File: src/common/spi_macros.svh
`ifndef SPI_MACROS_SVH
`define SPI_MACROS_SVH

`define SPI_HALF_PERIOD 4   // clk cycles per sclk half period

// frame lengths, in sclk cycles
`define SPI_CMD_BITS  12
`define SPI_HDR_BITS  4
`define SPI_DATA_BITS 8

// command word layout
`define SPI_OP_BIT     11
`define SPI_ADDR_MSB   10
`define SPI_ADDR_LSB   8
`define SPI_WDATA_MSB  7
`define SPI_WDATA_LSB  0

`endif
File: src/common/spi_pkg.sv
`include "spi_macros.svh"

package spi_pkg;

  // command bit 11
  typedef enum logic
  {
    op_read  = 1'b0,
    op_write = 1'b1
  } spi_op_e;

  typedef enum logic [1:0]
  {
    st_idle  = 2'd0,
    st_setup = 2'd1,   // cs low, first half period before the first rise
    st_shift = 2'd2,
    st_hold  = 2'd3    // last half period, sclk back low
  } spi_state_e;

  // same bit order as the command word, op in the msb
  typedef struct packed
  {
    spi_op_e                                    op;
    logic [`SPI_ADDR_MSB-`SPI_ADDR_LSB:0]       addr;
    logic [`SPI_DATA_BITS-1:0]                  wdata;
  } spi_frame_t;

endpackage

File: src/design/spi_master_top.sv
`include "spi_macros.svh"

module spi_master_top (
  input  logic                       clk,
  input  logic                       rst_n,
  input  logic [`SPI_CMD_BITS-1:0]   cmd_in,
  input  logic                       cmd_vld,
  output logic                       cmd_rdy,
  output logic                       sclk,
  output logic                       cs,
  output logic                       mosi,
  input  logic                       miso,
  output logic                       read_vld,
  output logic [`SPI_DATA_BITS-1:0]  read_data
);

  spi_pkg::spi_frame_t pend_frame;
  logic                pend_vld;
  logic                frame_take;
  logic                clk_run;
  logic                sclk_rise;
  logic                sclk_fall;

  spi_cmd_stage u_cmd_stage (
    .clk        (clk),
    .rst_n      (rst_n),
    .cmd_in     (cmd_in),
    .cmd_vld    (cmd_vld),
    .cmd_rdy    (cmd_rdy),
    .frame_take (frame_take),
    .pend_frame (pend_frame),
    .pend_vld   (pend_vld)
  );

  spi_clk_gen u_clk_gen (
    .clk       (clk),
    .rst_n     (rst_n),
    .clk_run   (clk_run),
    .sclk      (sclk),
    .sclk_rise (sclk_rise),
    .sclk_fall (sclk_fall)
  );

  spi_shift_fsm u_shift_fsm (
    .clk        (clk),
    .rst_n      (rst_n),
    .pend_frame (pend_frame),
    .pend_vld   (pend_vld),
    .frame_take (frame_take),
    .clk_run    (clk_run),
    .sclk_rise  (sclk_rise),
    .sclk_fall  (sclk_fall),
    .cs         (cs),
    .mosi       (mosi),
    .miso       (miso),
    .read_vld   (read_vld),
    .read_data  (read_data)
  );

endmodule

File: src/spi_engine/spi_shift_fsm.sv
`include "spi_macros.svh"

module spi_shift_fsm (
  input  logic                       clk,
  input  logic                       rst_n,
  input  spi_pkg::spi_frame_t        pend_frame,
  input  logic                       pend_vld,
  output logic                       frame_take,
  output logic                       clk_run,
  input  logic                       sclk_rise,
  input  logic                       sclk_fall,
  output logic                       cs,
  output logic                       mosi,
  input  logic                       miso,
  output logic                       read_vld,
  output logic [`SPI_DATA_BITS-1:0]  read_data
);

  spi_pkg::spi_state_e         state;
  spi_pkg::spi_op_e            frame_op;
  logic [`SPI_CMD_BITS-1:0]    tx_sr;
  logic [`SPI_DATA_BITS-1:0]   rx_sr;
  logic [3:0]                  bit_cnt;     // sclk rises seen in this frame
  logic                        last_bit;
  logic                        in_data;
  logic                        hold_done;
  logic                        shift_out;
  logic                        sample;

  assign frame_take = (state == spi_pkg::st_idle) && pend_vld;
  assign last_bit   = (bit_cnt == 4'(`SPI_CMD_BITS));
  assign in_data    = (frame_op == spi_pkg::op_read) && (bit_cnt >= 4'(`SPI_HDR_BITS));

  // the half period after the last fall ends where the next rise would be;
  // clk_run drops in that cycle so sclk never goes high again
  assign hold_done = (state == spi_pkg::st_hold) && sclk_rise;
  assign clk_run   = (state != spi_pkg::st_idle) && !hold_done;

  assign shift_out = (state == spi_pkg::st_shift) && sclk_fall && !last_bit;
  assign sample    = (state == spi_pkg::st_shift) && sclk_rise && in_data;

  always_ff @(posedge clk or negedge rst_n)
  begin
    if (!rst_n)
    begin
      state     <= spi_pkg::st_idle;
      cs        <= 1'b1;
      mosi      <= 1'b0;
      bit_cnt   <= '0;
      read_vld  <= 1'b0;
      read_data <= '0;
    end
    else
    begin
      read_vld <= 1'b0;
      case (state)
        spi_pkg::st_idle:
        begin
          if (frame_take)
          begin
            state   <= spi_pkg::st_setup;
            cs      <= 1'b0;
            mosi    <= pend_frame[`SPI_CMD_BITS-1];   // first bit out at entry
            bit_cnt <= '0;
          end
        end
        spi_pkg::st_setup:
        begin
          if (sclk_rise)
          begin
            state   <= spi_pkg::st_shift;
            bit_cnt <= bit_cnt + 1'b1;
          end
        end
        spi_pkg::st_shift:
        begin
          if (sclk_rise)
          begin
            bit_cnt <= bit_cnt + 1'b1;
          end
          if (sclk_fall && last_bit)
          begin
            state <= spi_pkg::st_hold;
            mosi  <= 1'b0;
          end
          else if (shift_out)
          begin
            mosi <= in_data ? 1'b0 : tx_sr[`SPI_CMD_BITS-2];
          end
        end
        spi_pkg::st_hold:
        begin
          if (hold_done)
          begin
            state     <= spi_pkg::st_idle;
            cs        <= 1'b1;
            read_vld  <= (frame_op == spi_pkg::op_read);
            if (frame_op == spi_pkg::op_read)
            begin
              read_data <= rx_sr;
            end
          end
        end
        default:
        begin
          state <= spi_pkg::st_idle;
        end
      endcase
    end
  end

  always_ff @(posedge clk)
  begin
    if (frame_take)
    begin
      tx_sr    <= pend_frame;
      frame_op <= pend_frame.op;
    end
    else if (shift_out)
    begin
      tx_sr <= {tx_sr[`SPI_CMD_BITS-2:0], 1'b0};
    end
    if (sample)
    begin
      rx_sr <= {rx_sr[`SPI_DATA_BITS-2:0], miso};   // msb first
    end
  end

endmodule

File: src/spi_engine/spi_clk_gen.sv
`include "spi_macros.svh"

module spi_clk_gen (
  input  logic clk,
  input  logic rst_n,
  input  logic clk_run,
  output logic sclk,
  output logic sclk_rise,
  output logic sclk_fall
);

  localparam int cnt_w = $clog2(`SPI_HALF_PERIOD) + 1;

  logic [cnt_w-1:0] cnt;
  logic             cnt_done;

  // counter sits at zero while idle, so the strobes stay quiet
  assign cnt_done  = (cnt == cnt_w'(`SPI_HALF_PERIOD - 1));
  assign sclk_rise = cnt_done && !sclk;   // sclk goes high on this edge
  assign sclk_fall = cnt_done && sclk;

  always_ff @(posedge clk or negedge rst_n)
  begin
    if (!rst_n)
    begin
      cnt  <= '0;
      sclk <= 1'b0;
    end
    else if (!clk_run)
    begin
      cnt  <= '0;                          // next frame starts with a full half period
      sclk <= 1'b0;
    end
    else if (cnt_done)
    begin
      cnt  <= '0;
      sclk <= !sclk;
    end
    else
    begin
      cnt <= cnt + 1'b1;
    end
  end

endmodule

File: src/design/spi_cmd_stage.sv
`include "spi_macros.svh"

module spi_cmd_stage (
  input  logic                      clk,
  input  logic                      rst_n,
  input  logic [`SPI_CMD_BITS-1:0]  cmd_in,
  input  logic                      cmd_vld,
  output logic                      cmd_rdy,
  input  logic                      frame_take,
  output spi_pkg::spi_frame_t       pend_frame,
  output logic                      pend_vld
);

  spi_pkg::spi_frame_t dec_frame;
  logic                accept;

  assign cmd_rdy = !pend_vld;            // room for one frame
  assign accept  = cmd_vld && cmd_rdy;

  always_comb
  begin
    dec_frame.op   = spi_pkg::spi_op_e'(cmd_in[`SPI_OP_BIT]);
    dec_frame.addr = cmd_in[`SPI_ADDR_MSB:`SPI_ADDR_LSB];
    // reads carry no payload, keep mosi quiet in the data phase
    if (dec_frame.op == spi_pkg::op_write)
    begin
      dec_frame.wdata = cmd_in[`SPI_WDATA_MSB:`SPI_WDATA_LSB];
    end
    else
    begin
      dec_frame.wdata = '0;
    end
  end

  // slot occupancy, set on accept and cleared when the engine takes it
  always_ff @(posedge clk or negedge rst_n)
  begin
    if (!rst_n)
    begin
      pend_vld <= 1'b0;
    end
    else if (accept)
    begin
      pend_vld <= 1'b1;
    end
    else if (frame_take)
    begin
      pend_vld <= 1'b0;
    end
  end

  always_ff @(posedge clk)
  begin
    if (accept)
    begin
      pend_frame <= dec_frame;
    end
  end

endmodule

File: config.mk
export PLATFORM = sky130hd
export DESIGN_NAME = spi_master_top
export DESIGN_NICKNAME = d
export VERILOG_FILES = /design/src/common/spi_pkg.sv /design/src/design/spi_master_top.sv /design/src/spi_engine/spi_shift_fsm.sv /design/src/spi_engine/spi_clk_gen.sv /design/src/design/spi_cmd_stage.sv
export VERILOG_INCLUDE_DIRS = /design/src /design/src/common
export SDC_FILE = /design/constraint.sdc
export NUM_CORES = 1
export LEC_CHECK = 0
export ABC_CLOCK_PERIOD_IN_PS = 3300
export BUFFER_PORTS_ARGS = -buffer_cell sky130_fd_sc_hd__buf_2
export CORE_MARGIN = 1.5
export CORE_UTILIZATION = 60
export DETAILED_ROUTE_END_ITERATION = 16
export PLACE_DENSITY = 0.82
export SYNTH_ARGS = -nofsm -noshare
export SYNTH_HDL_FRONTEND = slang
export SYNTH_SLANG_ARGS = --single-unit
File: constraint.sdc
create_clock -name clk -period 3.3 [get_ports clk]
set_input_delay 0.495 -clock clk [delete_from_list [all_inputs] [get_ports clk]]
set_output_delay 0.495 -clock clk [all_outputs]
set_load 0.03 [all_outputs]
Yosys cells after proc, flatten, opt, wreduce, memory -nomap -nowiden
Cells that the tools add are included.

Bits in registers: 54. Bits of input ports: 16. Output and inout port bits: 13. Logic and storage cells: 85.

Add/sub/neg operators: 2. $lt $le $gt $ge: 1. Equality and inequality tests: 12. Mux-type cells: 25. Bitwise operators: 1. Reduce and logical (&&, ||, !) cells: 29.

Operators by type and width (number): $mux 11 (2); $logic_and 1x1->1 (12); $reduce_and 3->1 (4); $reduce_bool 2->1 (6); $mux 1 (11); $mux 2 (4); $mux 4 (2); $pmux 2 s4 (1); $pmux 4 s2 (1); $mux 3 (2); $ne 2x1->1 const B (3); $ne 2x2->1 const B (3); $add 4x1->4 const B (1); $eq 2x2->1 const B (2); $eq 4x4->1 const B (1); $ge 4x3->1 const B (1); $logic_not 1->1 (4); $pmux 1 s2 (2); $reduce_and 4->1 (1); $add 3x1->3 const B (1); $eq 3x2->1 const B (1); $ne 3x2->1 const B (1); $eq 2x1->1 const B (1); $logic_not 2->1 (1); 2 further kinds (2).

Depth between registers and ports, before layout
Gate-level depths: netlist of the first run.

Depth in word-level cells: 7. Depth in mapped cells: 7.

By module
A second synthesis of the first run with hierarchy kept.

Cells, all modules: 177. Area total of the unflattened synthesis: 2314.7 µm².

By module, submodules not included: spi_shift_fsm (times used 1, cells an instance 137, area each 1675.4 µm², sequential area each 1027.2 µm²); spi_cmd_stage (times used 1, cells an instance 24, area each 455.4 µm², sequential area each 385.4 µm²); spi_clk_gen (times used 1, cells an instance 16, area each 183.9 µm², sequential area each 100.1 µm²).

Least setup slack after synthesis of the first run
OpenSTA, ideal clock, no wires.

Kind: reg-to-reg. From: register u_shift_fsm.state[0]. To: register u_shift_fsm.tx_sr[0] (enable). Setup time: 0.394 ns. Data arrival time: 1.657 ns. Data required time: 2.906 ns. Path slack: 1.249 ns. Stages on the path, launching flop included: 5. Clock period less this slack: 2.051 ns. Cells stage by stage: dfrtp_1 inv_1 ha_1 nand2_1 o21ai_0.

Longest elaborated chain between the ends: 4.

RTL lines: from (decl) (line spi_shift_fsm.sv:19) `spi_pkg::spi_state_e state;`; from (signal assigned) (line spi_shift_fsm.sv:46) `state <= spi_pkg::st_idle;`; from (signal assigned) (line spi_shift_fsm.sv:61) `state <= spi_pkg::st_setup;`; from (signal assigned) (line spi_shift_fsm.sv:71) `state <= spi_pkg::st_shift;`; $eq 2x2->1 (line spi_shift_fsm.sv:39) `assign shift_out = (state == spi_pkg::st_shift) && sclk_fall && !last_bit;`; $logic_and 1x1->1 (2 in series) (line spi_shift_fsm.sv:39); $reduce_bool 2->1 (no source line) (*); to (signal assigned) (line spi_shift_fsm.sv:116) `tx_sr <= pend_frame;`; to (signal assigned) (line spi_shift_fsm.sv:121) `` tx_sr <= {tx_sr[`SPI_CMD_BITS-2:0], 1'b0}; ``; to (decl) (line spi_shift_fsm.sv:21) `` logic [`SPI_CMD_BITS-1:0] tx_sr; ``.

Every way passes the cells marked *; elsewhere a longest branch is shown, timed or not. A chain may end at the register's enable or synchronous reset.

Final worst setup path of the first run
From: register u_shift_fsm.state[0]. To: register u_shift_fsm.tx_sr[5] (enable).

The elaborated chain is that of the path after synthesis.

==> results of run 1 <==
## layout by cell type (no fill, tap or decap), drive strengths merged, types with 5 or more instances in the layout
cell type and count:
a21oi 5, and2 8, buf 29, clkbuf 7
dfrtp 21, edfxtp 32, ha 7, inv 8
mux2 20, nand2 7, nor2 9, o21ai 5
## area by class of cell
class / count / area, um2 / area share, %
repair buffers: 29 / 147.6 / 5.827
well taps: 48 / 60.06 / 2.370
multi-input cells: 87 / 699.4 / 27.60
clock buffers: 7 / 76.32 / 3.012
inverters: 8 / 30.03 / 1.185
flip-flops and latches: 54 / 1513 / 59.70
clock inverters: 1 / 7.507 / 0.2963
## power by group through the flow
stage / sequential (uW) / combinational, uW / clock (uW)
2_1_floorplan: 736 / 10.7 / 0
4_1_cts: 723 / 27.2 / 358
3_3_place_gp: 737 / 25.9 / 0
5_1_grt: 723 / 29.6 / 386
3_5_place_dp: 737 / 27.1 / 0
6_report: 723 / 26.3 / 354
## per-layer routing
layer  track usage [%]  share of wire, %  vias up
li1                  -                 -      609
met1             24.03                40      629
met2             34.90                52       38
met3             6.162               5.3       11
met4             8.245               2.3        0
met5                 0                 0        -
## worst max path at each step
| stage | from | to | slack [ns] | cells after the start |
|---|---|---|---|---|
| finish | u_shift_fsm.state[0]$_DFFE_PN0P_ | u_shift_fsm.tx_sr[5]$_DFFE_PP_ | 1.18 | 5 |
| global route | u_shift_fsm.state[0]$_DFFE_PN0P_ | u_shift_fsm.tx_sr[7]$_DFFE_PP_ | 0.99 | 5 |
| CTS | u_shift_fsm.state[0]$_DFFE_PN0P_ | u_shift_fsm.tx_sr[6]$_DFFE_PP_ | 1.21 | 5 |
| detailed placement | u_shift_fsm.state[0]$_DFFE_PN0P_ | u_shift_fsm.tx_sr[7]$_DFFE_PP_ | 1.23 | 5 |
| global placement | u_shift_fsm.state[0]$_DFFE_PN0P_ | u_shift_fsm.tx_sr[6]$_DFFE_PP_ | 1.35 | 5 |
| floorplan | u_shift_fsm.state[0]$_DFFE_PN0P_ | u_shift_fsm.tx_sr[0]$_SDFFCE_PN0P_ | 1.25 | 4 |
## flip-flops by register name, indices dropped and copies added, names as in the netlist
| signal | cells |
|---|---|
| u_shift_fsm.state | 2 |
| u_cmd_stage.pend_vld | 1 |
| u_shift_fsm.mosi | 1 |
| u_shift_fsm.bit_cnt | 4 |
| u_clk_gen.cnt | 3 |
| u_cmd_stage.pend_frame | 12 |
| u_clk_gen.sclk | 1 |
| u_shift_fsm.cs | 1 |
| u_shift_fsm.read_data | 8 |
| u_shift_fsm.frame_op | 1 |
| u_shift_fsm.rx_sr | 8 |
| u_shift_fsm.tx_sr | 11 |
| u_shift_fsm.read_vld | 1 |
## stage by stage
stage,hold slack [ns],setup slack [ns]
2_1_floorplan,0.1994,1.249
3_3_place_gp,0.4255,1.349
3_5_place_dp,0.4355,1.234
4_1_cts,0.1585,1.210
5_1_grt,0.1682,0.9852
6_report,0.1352,1.178
## logic make-up (layout without fill, tap and decap cells)
family | after synthesis | after routing | share of synthesized area [%]
flip-flops | 54 | 54 | 67.02
AND/OR/NAND/NOR | 42 | 42 | 11.59
multiplexers | 22 | 22 | 10.86
AO/OA/AOI/OAI | 15 | 15 | 4.268
buffers and inverters | 10 | 45 | 1.995
adder cells (fa/ha/maj) | 7 | 7 | 3.880
XOR/XNOR | 1 | 1 | 0.3881
==> summary.txt, run 1 <==
Status
  – Status: finished, final reports clean

Floorplan
  – Core area: 3633 um2
  – Initial core utilization: 62.12%
  – I/O pins: 29
  – Die area: 4139 um2
  – Die Ht: 64.34 um
  – Rows: 22
  – Die Wd: 64.34 um

Yosys
  – Post-synth cell types: 33
  – Area contributors post-synth: edfxtp_1, dfrtp_1, mux2_2, ha_1, and2_1
  – Post-Synthesis Cells: 151
  – Count leader, synth: edfxtp_1
  – Most used flip-flop cell after synthesis: edfxtp_1
  – Seq cells post-synth: 54
  – Area leader, netlist: edfxtp_1
  – Register area share after synthesis: 67.02%
  – Synthesized cell area: about 2300 um2
  – Post-Syn Nets: 174
  – FFs w/ async S/R, synth: 40.74%
  – Synth top cells by count: edfxtp_1, dfrtp_1, mux2_2
  – Mean post-synth cell area: approximately 15 um2
  – Post-synth EDFFs: 32
  – Syn. warnings: 0
  – Yosys top cell area share: 42.57%

Timing
  – Worst-Margin Slew: ~1 ns
  – Worst Skew: 0.009049 ns
  – Slew Limit Fails: 0
  – Hold Fails Final Rpt: 0
  – Minimum clock period: 2.122 ns
  – Setup violators final: 0
  – RSZ-0062 raised after global routing: no
  – Max Freq: between 400 and 500 MHz
  – Worst slew margin: 34.85%
  – Fin crit share: between 60 and 70%
  – Setup_tns: 0 ns

GRT
  – Largest net degree at the start of global routing: 23
  – Initial antenna violation count: 0
  – Total global-route track usage: between 20% and 30%
  – Number of global-route vias before repair: 1,313
  – Total gr overflow: 0
  – Wire length of the first global-routing pass: 6.189 mm

Cells and area
  – Area growth syn-to-layout: 12.25%
  – Fin cells: 234
  – Fillers: 263
  – Antenna diodes: 0
  – Design Area, Final: approximately 2500 um2
  – Final core occ: 69.73%
  – Fin nets: 208
  – Share of cells above drive strength 1: 33.33%

Setup path
  – Cell breakdown of the critical path: inv_1 > ha_1 > nand2_1 > o21ai_0 > buf_4
  – CP Launch Type: register
  – CP delay by family, top: adder cells
  – Worst EP arrival: 2.13 ns
  – Critical-path cell with the highest stage delay: ha_1
  – Setup CP Type: register to register
  – CP endpoint kind: register
  – Reg2reg setup slack: 1.18 ns
  – WP buf/inv: 2
  – Worst path max stage delay: between 0.4 and 0.5 ns
  – Peak fanout along the critical path: 13
  – Worst R2R End: u_shift_fsm.tx_sr[5]$_DFFE_PP_
  – Data required time at the worst endpoint: 3.31 ns
  – FF-to-FF Start: u_shift_fsm.state[0]$_DFFE_PN0P_
  – Worst Reg-to-Reg Cells: 5

Clock tree
  – TritonCTS clock tree: done
  – Hold_buf cts: 0
  – Worst-path clk slew: 0.09 ns
  – Later-pin clock latency in the skew report: 0.31 ns
  – CTS Sinks: 54
  – H-tree level count: 2
  – Num CTS Buffers: 5
  – Worst-case clock buffer depth: 2
  – Post-CTS Resized: 0
  – Root Buffer: clkbuf_8
  – Setup Fix Bufs, Post-CTS: 0

Drt
  – Via count: approximately 1,300
  – Final ANT Viol Nets: 0
  – Total Wirelength: 3.638 mm
  – Remaining DRCs: 0
  – Via density: 5.500
  – WL/cell: 15.55 um
  – Initial DRC Count: between 90 and 100
  – 1st-pass router iterations: 4

Pwr
  – Final Power: 1102 uW
  – Pleak: 0.001155 uW
  – Gate power share: 2.4%
  – Switching Fraction: 20.06%
  – Flop pwr share: 65.5%
  – Switch Pwr: 221.1 uW
  – Int Pwr: 881.3 uW
  – VDD IR max: 0.0003531 V
  – Pwr dens: around 440 nW/um2
  – Power share of the clock group: ~32%

Placed design
  – Dpl cell area: 2450 um2
  – Post-DP HPWL: 2.717 mm
  – Placed Cells: 226
  – GP Congestion: 0.7818
  – PortBufs: 28

Min path
  – Worst hold path class: input port to asynchronous set/reset pin

Flow run
  – Max-Cap Viols: 0
Power figures use the tool's default switching activity.
==> inputs of run 2 (changes only) <==
--- a/config.mk
+++ b/config.mk
@@ -6,12 +6,12 @@
 export SDC_FILE = /design/constraint.sdc
 export NUM_CORES = 1
 export LEC_CHECK = 0
-export ABC_CLOCK_PERIOD_IN_PS = 3300
+export ABC_CLOCK_PERIOD_IN_PS = 1700
 export BUFFER_PORTS_ARGS = -buffer_cell sky130_fd_sc_hd__buf_2
 export CORE_MARGIN = 1.5
-export CORE_UTILIZATION = 60
+export CORE_UTILIZATION = 51
 export DETAILED_ROUTE_END_ITERATION = 16
-export PLACE_DENSITY = 0.82
+export PLACE_DENSITY = 0.74
 export SYNTH_ARGS = -nofsm -noshare
 export SYNTH_HDL_FRONTEND = slang
 export SYNTH_SLANG_ARGS = --single-unit
==> constraint.sdc (replaced) <==
create_clock -name clk -period 1.7 [get_ports clk]
set_input_delay 0.255 -clock clk [delete_from_list [all_inputs] [get_ports clk]]
set_output_delay 0.255 -clock clk [all_outputs]
set_load 0.03 [all_outputs]
==> run 2 against run 1 <==
  * Routed wire length is 2.8% lower
  * Critical path type unchanged
  * Setup slack worse by 1.1 ns
  * Die area is 17% higher
==> summary.txt, run 2 (synthesized netlist as in run 1, its figures left out) <==
Status
  – Status: finished, final reports clean

Setup path
  – Path length in cells of the critical path: 6
  – Worst Reg-to-Reg Cells: 6
  – Critical-path cell with the highest stage delay: dfrtp_1
  – CP endpoint: u_shift_fsm.bit_cnt[3]$_DFFE_PN0P_
  – Worst EP arrival: about 1.9 ns
  – FF-to-FF Start: u_shift_fsm.state[0]$_DFFE_PN0P_
  – CP endpoint kind: register
  – Worst path max stage delay: 0.39 ns
  – Crit. Startpoint: u_shift_fsm.state[0]$_DFFE_PN0P_
  – Setup CP Type: register to register
  – Reg2reg setup slack: 0.05 ns
  – Peak fanout along the critical path: 4
  – Worst R2R End: u_shift_fsm.bit_cnt[3]$_DFFE_PN0P_
  – CP Launch Type: register
  – CP delay by family, top: simple AND/OR/NAND/NOR gates
  – WP buf/inv: 1
  – Data required time at the worst endpoint: 1.93 ns
  – Cell breakdown of the critical path: inv_2 > ha_4 > and4bb_2 > o21ai_4 > or3_4 > a21oi_2

Drt
  – 1st-pass router iterations: 4
  – WL/cell: 14.03 um
  – Via count: approximately 1,300
  – Remaining DRCs: 0
  – Via density: 5.290
  – Total Wirelength: between 3 and 4 mm
  – Initial DRC Count: 67
  – Final ANT Viol Nets: 0

GRT
  – Total global-route track usage: 15.74%
  – Wire length of the first global-routing pass: 6.072 mm
  – Number of global-route vias before repair: 1,316
  – Initial antenna violation count: 0
  – Total gr overflow: 0
  – Largest net degree at the start of global routing: 23

Floorplan
  – Die Wd: just under 70 um
  – Die Ht: 69.53 um
  – Initial core utilization: 52.56%
  – I/O pins: 29
  – Rows: 24
  – Core area: 4294 um2
  – Die area: 4834 um2

Cells and area
  – Fillers: approximately 340
  – Fin nets: 222
  – Share of cells above drive strength 1: about two fifths
  – Area of the multi-input gates: 734.5 um2
  – Storage cell area: 1513 um2
  – Largest registers: u_cmd_stage.pend_frame: 12 flops, u_shift_fsm.tx_sr: 11 flops
  – Antenna diodes: 0
  – Area growth syn-to-layout: 20.07%
  – Top reg by flops: u_cmd_stage.pend_frame
  – Most frequent cells in the layout: edfxtp_1, buf_2, dfrtp_1, mux2_2, buf_4
  – Number of flip-flops in the largest register: 12
  – Commonest non-fill, non-tap cell in the layout: edfxtp_1
  – Final core occ: a little over three fifths

Clock tree
  – CTS Sinks: between 50 and 60
  – Num CTS Buffers: 5
  – Root Buffer: clkbuf_8
  – TritonCTS clock tree: done
  – H-tree level count: 2
  – Later-pin clock latency in the skew report: a little over 0.3 ns
  – Worst-path clk slew: around 0.10 ns
  – Worst-case clock buffer depth: 2

Timing
  – Slew Limit Fails: 0
  – Hold slack: 0.1168 ns
  – Worst slew margin: 68.15%
  – Setup violators final: 0
  – Worst-Margin Slew: roughly 0.48 ns
  – Final worst slack: 0.04546 ns
  – Hold Fails Final Rpt: 0
  – Fin crit share: 97.33%
  – Minimum clock period: 1.655 ns
  – Worst Skew: 0.009769 ns
  – RSZ-0062 raised after global routing: yes
  – Max Freq: 604.4 MHz

Placed design
  – Pre-CTS WS: -0.001893 ns
  – GP Congestion: roughly 0.8
  – PortBufs: 28
  – Post-DP HPWL: approximately 2.6 mm

Pwr
  – Pwr dens: 791.9 nW/um2
  – VDD IR max: 0.0004953 V
  – Pleak: 0.001233 uW

Min path
  – Worst hold path class: input port to register

Flow run
  – Max-Cap Viols: 0
-- run 2: cell type report --
| class | instances | area share, % |
|---|---|---|
| flip-flops and latches | 54 | 55.82 |
| clock buffers | 6 | 2.678 |
| multi-input cells | 87 | 27.10 |
| well taps | 52 | 2.401 |
| inverters | 8 | 1.108 |
| clock inverters | 2 | 0.5540 |
| repair buffers | 43 | 10.34 |
-- run 2: where the power goes --
group / switching (uW) / leakage, uW / internal (uW) / total, uW
Sequential: 7.47 / 0.000575 / 1400 / 1400
Combinational: 29.5 / 0.000621 / 25.6 / 55.0
Clock: 397 / 0.0000374 / 291 / 688
Total: 434 / 0.00123 / 1710 / 2150
-- run 2: metal layers --
metal	vias to the layer above	share of wire (%)	track usage, %
met1	660	44	20.22
met2	36	50	26.50
li1	630	-	-
met3	7	5.0	4.506
met4	0	1.0	3.922
met5	-	0	0
-- run 2: worst reg2reg max path: stages (launching register included) --
cell and delay (ns):
dfrtp_1 0.39, inv_2 0.07, ha_4 0.29, and4bb_2 0.28, o21ai_4 0.07, or3_4 0.37
a21oi_2 0.12
-- run 2: per-stage QoR --
step	cell area (um2)	TNS, ns	std cells	total power (uW)
2_1_floorplan	2261	-0.04945	151	1450
3_3_place_gp	2551	0	239	1484
3_5_place_dp	2551	-0.001893	239	1487
4_1_cts	2661	0	248	2165
5_1_grt	2710	-0.03081	252	2232
6_report	2710	0	252	2146
-- run 2: worst min path at each step --
stage	from	cells past startpoint	to	slack, ns
2_1_floorplan	rst_n	0	u_clk_gen.cnt[0]$_DFF_PN0_	-0.04
3_3_place_gp	rst_n	1	u_shift_fsm.bit_cnt[2]$_DFFE_PN0P_	0.24
3_5_place_dp	rst_n	1	u_clk_gen.cnt[2]$_DFF_PN0_	0.25
4_1_cts	cmd_in[8]	1	u_cmd_stage.pend_frame[8]$_DFFE_PP_	0.11
5_1_grt	cmd_in[8]	1	u_cmd_stage.pend_frame[8]$_DFFE_PP_	0.1
6_report	cmd_in[8]	1	u_cmd_stage.pend_frame[8]$_DFFE_PP_	0.12
-- run 2: repair_timing --
item                                    in CTS  in global routing
resized for setup                            2                  6
endpoints found under the hold margin       21                  0
endpoints found under the setup margin       1                 27
pin swaps                                    0                  5
hold buffers                                 1                  0
buffers inserted                             0                  4
==> inputs of run 3 (changes only) <==
--- a/config.mk
+++ b/config.mk
@@ -12,6 +12,7 @@
 export CORE_UTILIZATION = 51
 export DETAILED_ROUTE_END_ITERATION = 16
 export PLACE_DENSITY = 0.74
+export RECOVER_POWER = 100
 export SYNTH_ARGS = -nofsm -noshare
 export SYNTH_HDL_FRONTEND = slang
 export SYNTH_SLANG_ARGS = --single-unit
==> run 3 against run 2 <==
  * Via count is 0.30% higher
  * Sequential power hardly changed
  * Routed wire length is 0.23% higher
  * Sequential share of layout area is 0.052 points higher
  * Critical endpoint unchanged
  * Maximum frequency is 0.20% lower
  * Cell area hardly changed
  * Flip-flop and latch count stayed put
  * Hold slack hardly changed
  * Setup slack worse by 0.0033 ns
  * Clock power hardly changed
==> summary.txt, run 3 (synthesized netlist as in run 1, its figures left out) <==
GRT
  – Total gr overflow: 0
  – Total global-route track usage: 15.74%
  – Grt met3 use: 4.506%
  – Largest net degree at the start of global routing: 23
  – Wire length of the first global-routing pass: 6.072 mm
  – Met1 Use GR: 20.22%
  – Initial antenna violation count: 0
  – Gr busiest metal: met2
  – GR Util met2: 26.50%
  – Number of global-route vias before repair: about 1,300

Setup path
  – CP endpoint kind: register
  – CP Launch Type: register
  – Setup CP Type: register to register
  – Cell breakdown of the critical path: inv_2 > ha_4 > and4bb_2 > o21ai_4 > or3_4 > a21oi_2
  – Worst path max stage delay: 0.40 ns
  – Worst EP arrival: around 1.9 ns
  – FF-to-FF Start: u_shift_fsm.state[0]$_DFFE_PN0P_
  – Data required time at the worst endpoint: 1.93 ns
  – Peak fanout along the critical path: 4
  – Critical-path cell with the highest stage delay: dfrtp_1
  – Crit. Startpoint: u_shift_fsm.state[0]$_DFFE_PN0P_

Clock tree
  – Worst-path clk slew: 0.10 ns
  – Worst-case clock buffer depth: 2
  – CTS Sinks: 54
  – Num CTS Buffers: 5
  – Root Buffer: clkbuf_8
  – H-tree level count: 2
  – TritonCTS clock tree: done
  – Later-pin clock latency in the skew report: 0.31 ns

Timing
  – RSZ-0062 raised after global routing: yes
  – Hold slack: 0.1169 ns
  – Max Freq: 603.2 MHz
  – Slew Limit Fails: 0
  – Setup violators final: 0
  – Worst Skew: 0.01030 ns
  – Setup_tns: 0 ns
  – Minimum clock period: 1.658 ns
  – Final worst slack: 0.04219 ns
  – Worst slew margin: a little under a quarter
  – Worst-Margin Slew: between 1 and 1.5 ns
  – Fin crit share: 97.52%
  – Hold Fails Final Rpt: 0

Cells and area
  – Antenna diodes: 0
  – Area growth syn-to-layout: 19.96%
  – Share of cells above drive strength 1: 40.50%
  – Design Area, Final: ~2700 um2
  – Top reg by flops: u_cmd_stage.pend_frame
  – Commonest non-fill, non-tap cell in the layout: edfxtp_1
  – Storage cell area: around 1500 um2
  – Fin nets: roughly 220
  – Most frequent cells in the layout: edfxtp_1, buf_2, dfrtp_1, mux2_2, buf_4
  – Final core occ: 63.05%
  – Fillers: 335
  – Number of flip-flops in the largest register: 12
  – Largest registers: u_cmd_stage.pend_frame: 12 flops, u_shift_fsm.tx_sr: 11 flops
  – Area of the multi-input gates: 734.5 um2

Status
  – Status: finished, final reports clean

Pwr
  – Flop pwr share: 65.5%
  – VDD IR max: 0.0004949 V
  – Power share of the clock group: around a third
  – Pleak: 0.001223 uW
  – Switching Fraction: 20.22%
  – Int Pwr: 1711 uW
  – Switch Pwr: 433.4 uW
  – Gate power share: 2.5%
  – Pwr dens: 791.9 nW/um2

Floorplan
  – Initial core utilization: between 50% and 60%
  – Die Ht: 69.53 um
  – Rows: 24
  – I/O pins: 29
  – Core area: 4294 um2
  – Die area: between 4000 and 5000 um2
  – Die Wd: around 70 um

Placed design
  – PortBufs: 28
  – Dpl cell area: 2551 um2
  – Pre-CTS WS: -0.001893 ns
  – Post-DP HPWL: 2.602 mm
  – GP Congestion: 0.7794

Drt
  – Final ANT Viol Nets: 0
  – Remaining DRCs: 0
  – Via count: 1,337
  – Total Wirelength: 3.543 mm
  – 1st-pass router iterations: 4
  – WL/cell: 14.06 um
  – Initial DRC Count: 67
  – Via density: 5.306

Flow run
  – Max-Cap Viols: 0

Min path
  – Worst hold path class: input port to register
  – Min-Delay Startpoint: cmd_in[8]
-- run 3: changes by cell type in the layout (fill, tap and decap cells not counted) --
cell / change
and2_0: +7
and2_1: -7
buf_2: -2
clkbuf_1: +2
-- run 3: final cells by class --
cell class / instances / area share (%)
clock buffer: 6 / 2.680
clock inverter: 2 / 0.5545
inverter: 8 / 1.109
multi-input combinational: 87 / 27.13
sequential: 54 / 55.87
tap: 52 / 2.403
timing repair buffer: 43 / 10.26
-- run 3: per-layer routing --
metal	routed length [um]	vias to the layer above	part of all wire (%)
met3	171	7	4.8
met1	1545	663	44
met2	1789	37	50
met5	0	-	0
li1	-	630	-
met4	36	0	1.0
-- run 3: path summary, 6_finish.rpt --
check                                                        to  slack (ns)  depth (start not counted)
hold reg to reg                      u_clk_gen.cnt[0]$_DFF_PN0_        0.45                          1
hold / removal              u_cmd_stage.pend_frame[8]$_DFFE_PP_        0.12                          1
setup / recovery             u_shift_fsm.bit_cnt[3]$_DFFE_PN0P_        0.04                          6
setup reg to reg             u_shift_fsm.bit_cnt[3]$_DFFE_PN0P_        0.04                          6
min in group asynchronous  u_shift_fsm.read_data[5]$_DFFE_PN0P_        0.70                          2
max in group asynchronous  u_shift_fsm.read_data[7]$_DFFE_PN0P_        0.32                          2
-- run 3: power by group through the flow --
stage	combinational, uW	sequential (uW)	clock (uW)
final	53.8	1400	687
after global routing	62.2	1400	764
after CTS	56.9	1400	705
after detailed placement	55.0	1430	0
after global placement	53.3	1430	0
after floorplan	20.8	1430	0
-- run 3: worst max-delay path: cells and delay by family, from the launching register on --
family / cells / cell delay (ns)
compound gates: 2 / 0.19
buf+inv: 1 / 0.07
simple gates: 2 / 0.65
flops: 1 / 0.40
fa+ha+maj: 1 / 0.29
-- run 3: what timing repair did --
item	in CTS	in global routing
buffers inserted	0	4
pin swaps	0	5
hold buffers	1	0
gates resized for setup	2	6
hold endpoints to repair	21	0
setup endpoints to repair	1	27
-- run 3: stage by stage --
stage | instances | power, uW
2_1_floorplan | 151 | 1450
3_3_place_gp | 239 | 1484
3_5_place_dp | 239 | 1487
4_1_cts | 248 | 2165
5_1_grt | 252 | 2230
6_report | 252 | 2144
